File: src/rtl/regDemo_consts.svh
/*
 * Sizes, seed values and default rates of the register-file demonstrator.
 * Include wherever one of these constants is needed.
 */

`ifndef REGDEMO_CONSTS_SVH
`define REGDEMO_CONSTS_SVH

// Storage geometry
`define REG_COUNT 32
`define WORD_WIDTH 32
`define ADDR_WIDTH 5

// Width of the LED output
`define LED_WIDTH 10

// First word written, counts down over the lower half
`define LOWER_SEED 32'hFFFF000F

// Word written at the start of the upper half, counts up from there
`define UPPER_SEED 32'h0000FFF0

// First address of the upper half
`define HALF_BASE 5'd16

// Shown on the LEDs while the file is being filled
`define WRITE_STATUS_LEDS 10'h200

// Slow step every 2^23 clocks, a few Hz from a 50 MHz clock
`define SLOW_DIV_BITS 23

`endif

File: src/rtl/regDemoPkg.sv
/*
 * Shared types for the register-file demonstrator.
 * Sizes come from the constants header; referenced by scoped name.
 */

`default_nettype none

`include "regDemo_consts.svh"

package regDemoPkg;

	// One stored word of the register file
	typedef logic [`WORD_WIDTH-1:0] regWord;

	// Register address, wide enough for every entry
	typedef logic [`ADDR_WIDTH-1:0] regAddr;

	// Pattern shown on the LED output
	typedef logic [`LED_WIDTH-1:0] ledWord;

	// Controller phases
	// Encoding 0 is not a legal state
	typedef enum logic [2:0] {
		writeLower = 3'b001,
		writeUpper = 3'b010,
		readLower  = 3'b011,
		readUpper  = 3'b100
	} demoState;

endpackage

`default_nettype wire

File: src/rtl/registerFile.sv
/*
 * Register storage with one synchronous write port and one
 * combinational read port sharing a single address.
 */

`timescale 1ns/1ps
`default_nettype none

`include "regDemo_consts.svh"

module registerFile (
	input wire clk,
	input wire writeEn,
	input wire regDemoPkg::regAddr addr,
	input wire regDemoPkg::regWord writeData,
	output regDemoPkg::regWord readData
);

	// Plain storage, contents are undefined until written
	regDemoPkg::regWord mem [`REG_COUNT];

	// Write port
	always_ff @(posedge clk) begin
		if (writeEn) begin
			mem[addr] <= writeData;
		end
	end

	// Read port returns the addressed word in the same cycle
	assign readData = mem[addr];

endmodule

`default_nettype wire

File: src/rtl/stepTimer.sv
/*
 * Step pulse generator used as a clock enable for the controller.
 * Pulses every clock, or once per counter wrap when slowDown is high.
 */

`timescale 1ns/1ps
`default_nettype none

`include "regDemo_consts.svh"

module stepTimer #(
	parameter int DIV_BITS = `SLOW_DIV_BITS
) (
	input wire clk,
	input wire rst,
	input wire slowDown,
	output logic step
);

	logic [DIV_BITS-1:0] count;
	logic wrap;

	// Free-running divider
	always_ff @(posedge clk) begin
		if (rst) begin
			count <= '0;
		end else begin
			count <= count + 1'b1;
		end
	end

	// Last count before rolling over to zero
	assign wrap = &count;

	// Full rate or one pulse per 2^DIV_BITS clocks
	// No pulse while reset is held
	assign step = ~rst & (slowDown ? wrap : 1'b1);

endmodule

`default_nettype wire

File: src/rtl/patternGenerator.sv
/*
 * Data register for the fill pattern.
 * Loads either seed or steps the word by one under sequencer command.
 */

`timescale 1ns/1ps
`default_nettype none

`include "regDemo_consts.svh"

module patternGenerator (
	input wire clk,
	input wire rst,
	input wire loadLower,
	input wire loadUpper,
	input wire countDown,
	input wire countUp,
	output regDemoPkg::regWord writeData
);

	localparam regDemoPkg::regWord lowerSeed = `LOWER_SEED;
	localparam regDemoPkg::regWord upperSeed = `UPPER_SEED;

	regDemoPkg::regWord data;

	// Only one command is issued per step, loads win if they ever overlap
	always_ff @(posedge clk) begin
		if (rst) begin
			data <= lowerSeed;
		end else if (loadLower) begin
			data <= lowerSeed;
		end else if (loadUpper) begin
			data <= upperSeed;
		end else if (countDown) begin
			data <= data - 1'b1;
		end else if (countUp) begin
			data <= data + 1'b1;
		end
	end

	assign writeData = data;

endmodule

`default_nettype wire

File: src/rtl/demoSequencer.sv
/*
 * Controller for the register-file demonstrator.
 * Fills the file in two counting halves, then scans it onto the LEDs.
 * All actions are qualified by the step pulse from the timer.
 */

`timescale 1ns/1ps
`default_nettype none

`include "regDemo_consts.svh"

module demoSequencer (
	input wire clk,
	input wire rst,
	input wire step,
	input wire lowerSel,
	input wire regDemoPkg::regWord readData,
	output regDemoPkg::regAddr addr,
	output logic writeEn,
	output logic loadLower,
	output logic loadUpper,
	output logic countDown,
	output logic countUp,
	output regDemoPkg::ledWord leds
);

	// Last address of each half
	localparam regDemoPkg::regAddr lastLowerAddr = `HALF_BASE - 5'd1;
	localparam regDemoPkg::regAddr lastUpperAddr = regDemoPkg::regAddr'(`REG_COUNT - 1);

	regDemoPkg::demoState state;
	regDemoPkg::ledWord readLeds;

	// Low byte of the word being read, upper LEDs dark
	assign readLeds = {2'b00, readData[7:0]};

	// Write and pattern commands, one cycle wide on step
	always_comb begin
		writeEn = 1'b0;
		loadLower = 1'b0;
		loadUpper = 1'b0;
		countDown = 1'b0;
		countUp = 1'b0;
		if (step) begin
			case (state)
				regDemoPkg::writeLower: begin
					writeEn = 1'b1;
					// Switch the pattern over for word 16
					if (addr == lastLowerAddr) begin
						loadUpper = 1'b1;
					end else begin
						countDown = 1'b1;
					end
				end
				regDemoPkg::writeUpper: begin
					writeEn = 1'b1;
					// Rearm the lower seed once the fill is done
					if (addr == lastUpperAddr) begin
						loadLower = 1'b1;
					end else begin
						countUp = 1'b1;
					end
				end
				default: begin
				end
			endcase
		end
	end

	// State, address counter and LED register
	always_ff @(posedge clk) begin
		if (rst) begin
			state <= regDemoPkg::writeLower;
			addr <= '0;
			leds <= '0;
		end else if (step) begin
			case (state)
				regDemoPkg::writeLower: begin
					leds <= `WRITE_STATUS_LEDS;
					addr <= addr + 1'b1;
					if (addr == lastLowerAddr) begin
						state <= regDemoPkg::writeUpper;
					end
				end
				regDemoPkg::writeUpper: begin
					leds <= `WRITE_STATUS_LEDS;
					if (addr != lastUpperAddr) begin
						addr <= addr + 1'b1;
					end else if (lowerSel) begin
						state <= regDemoPkg::readLower;
						addr <= '0;
					end else begin
						state <= regDemoPkg::readUpper;
						addr <= `HALF_BASE;
					end
				end
				regDemoPkg::readLower: begin
					leds <= readLeds;
					if (lowerSel) begin
						// Wraps back to word 0 after word 31
						addr <= addr + 1'b1;
					end else begin
						state <= regDemoPkg::readUpper;
						addr <= `HALF_BASE;
					end
				end
				regDemoPkg::readUpper: begin
					leds <= readLeds;
					if (lowerSel) begin
						state <= regDemoPkg::readLower;
						addr <= '0;
					end else begin
						addr <= addr + 1'b1;
					end
				end
				default: begin
					// Illegal encoding, start the fill over
					state <= regDemoPkg::writeLower;
					addr <= '0;
				end
			endcase
		end
	end

endmodule

`default_nettype wire

File: src/rtl/regFileDemo.sv
/*
 * Top level of the register-file demonstrator.
 * Ties the step timer, controller, pattern generator and storage together.
 */

`timescale 1ns/1ps
`default_nettype none

`include "regDemo_consts.svh"

module regFileDemo #(
	parameter int SLOW_DIV_BITS = `SLOW_DIV_BITS
) (
	input wire clk,
	input wire rst,
	input wire slowDown,
	input wire lowerSel,
	output regDemoPkg::ledWord leds
);

	logic step;
	logic writeEn;
	logic loadLower;
	logic loadUpper;
	logic countDown;
	logic countUp;
	regDemoPkg::regAddr addr;
	regDemoPkg::regWord writeData;
	regDemoPkg::regWord readData;

	// Clock enable for the controller
	stepTimer #(
		.DIV_BITS(SLOW_DIV_BITS)
	) stepTimer_inst (
		.clk(clk),
		.rst(rst),
		.slowDown(slowDown),
		.step(step)
	);

	demoSequencer demoSequencer_inst (
		.clk(clk),
		.rst(rst),
		.step(step),
		.lowerSel(lowerSel),
		.readData(readData),
		.addr(addr),
		.writeEn(writeEn),
		.loadLower(loadLower),
		.loadUpper(loadUpper),
		.countDown(countDown),
		.countUp(countUp),
		.leds(leds)
	);

	patternGenerator patternGenerator_inst (
		.clk(clk),
		.rst(rst),
		.loadLower(loadLower),
		.loadUpper(loadUpper),
		.countDown(countDown),
		.countUp(countUp),
		.writeData(writeData)
	);

	// One address serves both the write and the read port
	registerFile registerFile_inst (
		.clk(clk),
		.writeEn(writeEn),
		.addr(addr),
		.writeData(writeData),
		.readData(readData)
	);

endmodule

`default_nettype wire

File: config.mk
export PLATFORM = sky130hd
export DESIGN_NAME = regFileDemo
export DESIGN_NICKNAME = d
export VERILOG_FILES = /design/src/rtl/regDemoPkg.sv /design/src/rtl/registerFile.sv /design/src/rtl/stepTimer.sv /design/src/rtl/patternGenerator.sv /design/src/rtl/demoSequencer.sv /design/src/rtl/regFileDemo.sv
export VERILOG_INCLUDE_DIRS = /design/src /design/src/rtl
export SDC_FILE = /design/constraint.sdc
export NUM_CORES = 1
export LEC_CHECK = 0
export BUFFER_PORTS_ARGS = -buffer_cell sky130_fd_sc_hd__buf_4
export CORE_MARGIN = 10
export CORE_UTILIZATION = 40
export DETAILED_ROUTE_END_ITERATION = 10
export GPL_TIMING_DRIVEN = 0
export REMOVE_ABC_BUFFERS = 1
export SYNTH_ARGS = -nofsm -noshare
export SYNTH_HDL_FRONTEND = slang
export SYNTH_HIERARCHICAL = 1
export SYNTH_SLANG_ARGS = --single-unit
File: constraint.sdc
create_clock -name clk -period 8.55 [get_ports clk]
set_input_delay 2.1375 -clock clk [delete_from_list [all_inputs] [get_ports clk]]
set_output_delay 2.1375 -clock clk [all_outputs]
set_load 0.1 [all_outputs]
==> results of run 1 <==
==> cell type report <==
class                           count  area, um2
Clock buffer                       41        833
Clock inverter                     16        104
Fill cell                        2776      17700
Inverter                           11       41.3
Multi-Input combinational cell    496       3640
Sequential cell                   304       8660
Tap cell                          402        503
Timing Repair Buffer               16        180
==> power groups by stage <==
stage | combinational [uW] | sequential [uW] | clock (uW)
finish | 102 | 1670 | 1240
global route | 112 | 1680 | 1330
CTS | 103 | 1670 | 1270
detailed placement | 103 | 1700 | 0
global placement | 103 | 1710 | 0
floorplan | 74.6 | 1690 | 0
==> worst max-delay path: cells and delay by family <==
kind | cells | cell delay [ns]
compound gates | 1 | 0.70
buf+inv | 2 | 0.68
simple gates | 4 | 2.35
==> stage by stage <==
step	cells	hold WS, ns	power, uW	area, um2
after floorplan	811	0.426	1760	12300
after CTS	1286	0.470	3040	14000
after global routing	1286	0.496	3120	14000
final	1286	0.467	3010	14000
after global placement	1225	0.444	1810	12900
after detailed placement	1229	0.457	1810	13000
==> per-layer routing <==
layer | global-route usage (%) | share of wire (%) | vias up
met4 | 3.70 | 2.2 | 0
li1 | - | - | 3366
met5 | 0 | 0 | -
met3 | 1.77 | 3.5 | 35
met2 | 22.2 | 49 | 127
met1 | 17.8 | 45 | 3552
==> worst max-delay path by stage <==
stage                                                        from                                               to  slack [ns]  cells after the start
after global routing                                          rst           registerFile_inst/mem[24][7]$_DFFE_PP_        2.64                      7
after CTS                                                     rst           registerFile_inst/mem[26][7]$_DFFE_PP_        2.83                      7
after global placement    demoSequencer_inst/addr[1]$_SDFFE_PP0P_           registerFile_inst/mem[26][7]$_DFFE_PP_       -1.56                      2
after detailed placement                                      rst           registerFile_inst/mem[26][7]$_DFFE_PP_        2.24                      7
final                                                         rst           registerFile_inst/mem[26][6]$_DFFE_PP_        2.82                      7
after floorplan           demoSequencer_inst/addr[1]$_SDFFE_PP0P_  patternGenerator_inst/writeData[7]$_SDFFE_PP0P_        1.57                     11
==> cells in the final DEF (no fill, tap or decap), drive strengths merged, types with 8 or more instances in the layout <==
| master | count |
|---|---|
| a22oi | 8 |
| mux2i | 132 |
| edfxtp | 256 |
| a21oi | 21 |
| nand4 | 8 |
| nand3 | 12 |
| ha | 11 |
| dfxtp | 48 |
| nor2 | 62 |
| o21ai | 13 |
| nor3 | 8 |
| nand2 | 24 |
| o22ai | 67 |
| xor2 | 13 |
| clkbuf | 41 |
| buf | 16 |
| clkinv | 12 |
| inv | 12 |
| nor4 | 19 |
==> registers in the layout, indices dropped and copies added (netlist names) <==
signal                           flops
demoSequencer_inst/addr              5
registerFile_inst/mem              256
demoSequencer_inst/state             3
patternGenerator_inst/writeData      8
stepTimer_inst/count                23
demoSequencer_inst/leds              9
==> reports/results.tsv, run 1 <==
stage	metric	value	unit
status	status	finished clean	
die	I/O Pins	14	
worst_setup_path	Crit Path Max Fanout	45	
clock_tree	htree depth	1	
grt	Total Routing Usage GR	13.3	%
die	DIE AREA	39700	um2
drt	DRC viols	0	
hold_path	HP Class	register to register	
power	Internal Power	2380	uW
grt	initial antenna violation count	0	
die	initial core utilization	40.6	%
drt	Pre-antenna DRT Iters	5	
worst_setup_path	Worst EP required	8.71	ns
placed_design	DP Wirelength	16400	um
sta	final-report setup violation count	0	
finish	Area growth syn-to-layout	8.58	%
drt	initial DRC count	497	
drt	wire per inst	20.6	um
worst_setup_path	reg2reg start	stepTimer_inst/count[9]$_SDFF_PP0_	
job	Max Cap Viol	0	
finish	Core Util, Final	44.1	%
worst_setup_path	critical path class	primary input to register	
power	sequential power share	55.5	%
worst_setup_path	CP Capture Type	register	
logic_synthesis	Syn Std Cell Area	12900	um2
grt	first-pass GRT wire length	40500	um
clock_tree	clock latency on the worst-skew pair	0.55	ns
drt	Via Count	7080	
worst_setup_path	WP data arrival	5.89	ns
sta	Slew HR	9.31	%
worst_setup_path	R2R Path End	registerFile_inst/mem[26][6]$_DFFE_PP_	
finish	Nets	876	
logic_synthesis	Mapped Cells	912	
power	switching share of total power	20.9	%
worst_setup_path	Worst R2R Path Depth	8	
placed_design	dpl ws	2.24	ns
power	switching power total	629	uW
clock_tree	hold buffer count at CTS	0	
sta	Final WS setup	2.82	ns
hold_path	hold path start	stepTimer_inst/count[0]$_SDFF_PP0_	
die	die height	199	um
hold_path	WHS Path Cells	1	
die	num rows	65	
sta	f_max	174	MHz
clock_tree	clock buffer depth	3	
sta	RSZ-0062 raised after global routing	no	
die	Core ar.	31600	um2
power	maximum VDD drop	0.146	mV
placed_design	port buffer count	12	
sta	Post-Route Skew	0.0187	ns
sta	Least-Margin Pin Slew	1.36	ns
worst_setup_path	cell repeated most along the worst path	nor3_1	
sta	Tmin final	5.73	ns
clock_tree	clock buffer count from CTS	31	
finish	Inserted Diodes	0	
clock_tree	clock transition at the registers of the reported paths	0.06	ns
logic_synthesis	Ys Warns	6	
clock_tree	CTS resizes	0	
worst_setup_path	R2R Setup Slk	3.15	ns
logic_synthesis	syn_area_per_cell	14.1	um2
worst_setup_path	slowest cell delay on critical path	1.05	ns
clock_tree	post-CTS setup buffer count	0	
drt	antenna-violating nets left	0	
worst_setup_path	Worst setup SP type	primary input	
finish	layout cells sized above 1	8.82	%
die	Die W	199	um
sta	post-route clock period utilization	67.1	%
hold_path	Worst Hold End	stepTimer_inst/count[0]$_SDFF_PP0_	
worst_setup_path	Max stage delay cell, worst path	nor3_1	
power	Power Density	216	nW/um2
power	Lkg Pwr	0.00423	uW
grt	largest net degree at the start of global routing	46	
worst_setup_path	worst path cell trace	buf_4, nand2b_1, o22ai_1, inv_1, nor3_1, nand3b_1, nor3_1	
sta	fin. max-slew vios	0	
placed_design	GP Congestion	0.793	
clock_tree	TritonCTS clock tree	built	
sta	final hold vios	0	
clock_tree	clock sinks	304	
sta	total negative slack	0	ns
grt	total grt overflow	0	
clock_tree	CTS root buf	clkbuf_16	
drt	Total Routed Length	26500	um
power	Comb pwr share	3.4	%
power	Clock power frac	41.1	%
drt	vias per cell	5.51	
grt	vias in the first global route	6916	
Power figures use the tool's default switching activity.
==> run 2: changes to the inputs <==
Settings changed: ABC_AREA set to 1.
Clock period 8.55 ns to 5.4 ns, I/O delays scaled along.
==> run 2 against run 1 <==
  * Die area increased by 7.5%
  * Global-route usage rose by 0.83 points
  * Worst hold slack lost 0.017 ns
  * Via count up 32%
  * Largest power group unchanged
  * Sequential share of layout area decreased by 4.7 points
==> reports/results.tsv, run 2 <==
stage	metric	value	unit
status	status	finished clean	
logic_synthesis	syn_area_per_cell	9.02	um2
clock_tree	CTS resizes	0	
finish	max reg flops	256	
grt	first-pass GRT wire length	47700	um
die	Core ar.	34500	um2
worst_setup_path	Crit Path Max Fanout	83	
die	DIE AREA	42700	um2
clock_tree	hold buffer count at CTS	0	
sta	RSZ-0062 raised after global routing	no	
power	Power Density	338	nW/um2
logic_synthesis	Ys Warns	6	
sta	Post-Route Skew	0.0219	ns
clock_tree	clock transition at the registers of the reported paths	0.06	ns
clock_tree	post-CTS setup buffer count	0	
die	I/O Pins	14	
grt	vias in the first global route	8564	
clock_tree	clock sinks	304	
power	Lkg Pwr	0.00623	uW
die	Die W	207	um
sta	post-route clock period utilization	66.8	%
placed_design	placed cells	1878	
clock_tree	htree depth	2	
worst_setup_path	worst path cell trace	buf_16, inv_4, buf_16, nand3_1, nor2_1	
sta	final-report setup violation count	0	
worst_setup_path	critical path class	register to register	
worst_setup_path	slowest cell delay on critical path	0.84	ns
clock_tree	clock buffer depth	3	
grt	total grt overflow	0	
clock_tree	clock latency on the worst-skew pair	0.51	ns
finish	Nets	1475	
finish	Area growth syn-to-layout	8.48	%
sta	Slew HR	9.24	%
drt	initial DRC count	715	
worst_setup_path	CP Capture Type	register	
drt	wire per inst	15.7	um
die	die height	207	um
clock_tree	TritonCTS clock tree	built	
placed_design	GP Congestion	0.808	
logic_synthesis	Mapped Cells	1544	
hold_path	HP Class	register to register	
worst_setup_path	Worst setup SP type	register	
drt	vias per cell	4.82	
die	initial core utilization	40.4	%
power	maximum VDD drop	0.280	mV
drt	Via Count	9347	
placed_design	DP Wirelength	17600	um
die	num rows	68	
finish	Cell Count, Final, Fillers Out	1938	
finish	Largest Register	registerFile_inst/mem	
power	PnR Total Power	5110	uW
logic_synthesis	Syn Std Cell Area	13900	um2
worst_setup_path	WP data arrival	3.73	ns
sta	Tmin final	3.61	ns
grt	Total Routing Usage GR	14.2	%
sta	fin. max-slew vios	0	
worst_setup_path	R2R Setup Slk	1.79	ns
finish	Inserted Diodes	0	
drt	DRC viols	0	
finish	top flop regs	registerFile_inst/mem (256), stepTimer_inst/count (23), demoSequencer_inst/leds (9)	
sta	Least-Margin Pin Slew	1.36	ns
worst_setup_path	cell repeated most along the worst path	buf_16	
grt	largest net degree at the start of global routing	84	
placed_design	port buffer count	12	
clock_tree	CTS root buf	clkbuf_16	
worst_setup_path	Max stage delay cell, worst path	nor2_1	
drt	Pre-antenna DRT Iters	5	
finish	most frequent cells in the layout	nand2_1 (782), edfxtp_1 (256), nor2_1 (90), inv_1 (55), dfxtp_1 (41)	
sta	f_max	277	MHz
drt	antenna-violating nets left	0	
drt	Total Routed Length	30300	um
finish	number of fill cells	3237	
job	Max Cap Viol	0	
finish	most common cell after layout, fill and taps aside	nand2_1	
sta	final hold vios	0	
clock_tree	clock buffer count from CTS	34	
finish	layout cells sized above 1	7.75	%
grt	initial antenna violation count	0	
worst_setup_path	Worst EP required	5.52	ns
-- run 2: through the flow --
stage	area [um2]	TNS (ns)	worst slack [ns]	util (%)	hold WS (ns)
global route	15100	0	1.49	43.9	0.480
floorplan	13300	0	0.453	-	0.415
finish	15100	0	1.79	43.9	0.450
detailed placement	14100	0	1.30	40.9	0.446
CTS	15100	0	1.70	43.8	0.457
global placement	14000	-872.90	-4.38	40.6	0.429
-- run 2: per-layer routing --
metal  track usage (%)  routed length, um  vias to the layer above
li1                  -                  -                     4712
met1              19.0              13700                     4354
met2              23.2              14300                      235
met3              2.11               1620                       46
met4              4.40                711                        0
met5                 0                  0                        -
-- run 2: cell type report --
cell class                 instances  area (um2)  area share [%]
sequential                       304        8660            57.3
multi-input combinational       1033        4430            29.3
clock buffer                      48         967            6.40
tap                              455         569            3.77
inverter                          71         273            1.80
timing repair buffer              15         165            1.09
clock inverter                    12        48.8           0.323
-- run 2: final timing paths --
kind                                                         startpoint                               endpoint  cells after the start
worst min register to register       stepTimer_inst/count[0]$_SDFF_PP0_     stepTimer_inst/count[0]$_SDFF_PP0_                      1
worst min-delay path                 stepTimer_inst/count[0]$_SDFF_PP0_     stepTimer_inst/count[0]$_SDFF_PP0_                      1
worst max-delay path            demoSequencer_inst/addr[0]$_SDFFE_PP0P_  registerFile_inst/mem[6][1]$_DFFE_PP_                      5
worst max register to register  demoSequencer_inst/addr[0]$_SDFFE_PP0P_  registerFile_inst/mem[6][1]$_DFFE_PP_                      5
-- run 2: worst max-delay path: cells and delay by family, from the launching register on --
kind | cells | cell delay, ns
simple gates | 2 | 1.40
buf+inv | 3 | 1.15
flops | 1 | 0.56
-- run 2: power breakdown --
part	switching, uW	internal, uW
sequential	95.8	2590
clock	878	1240
combinational	203	94.5
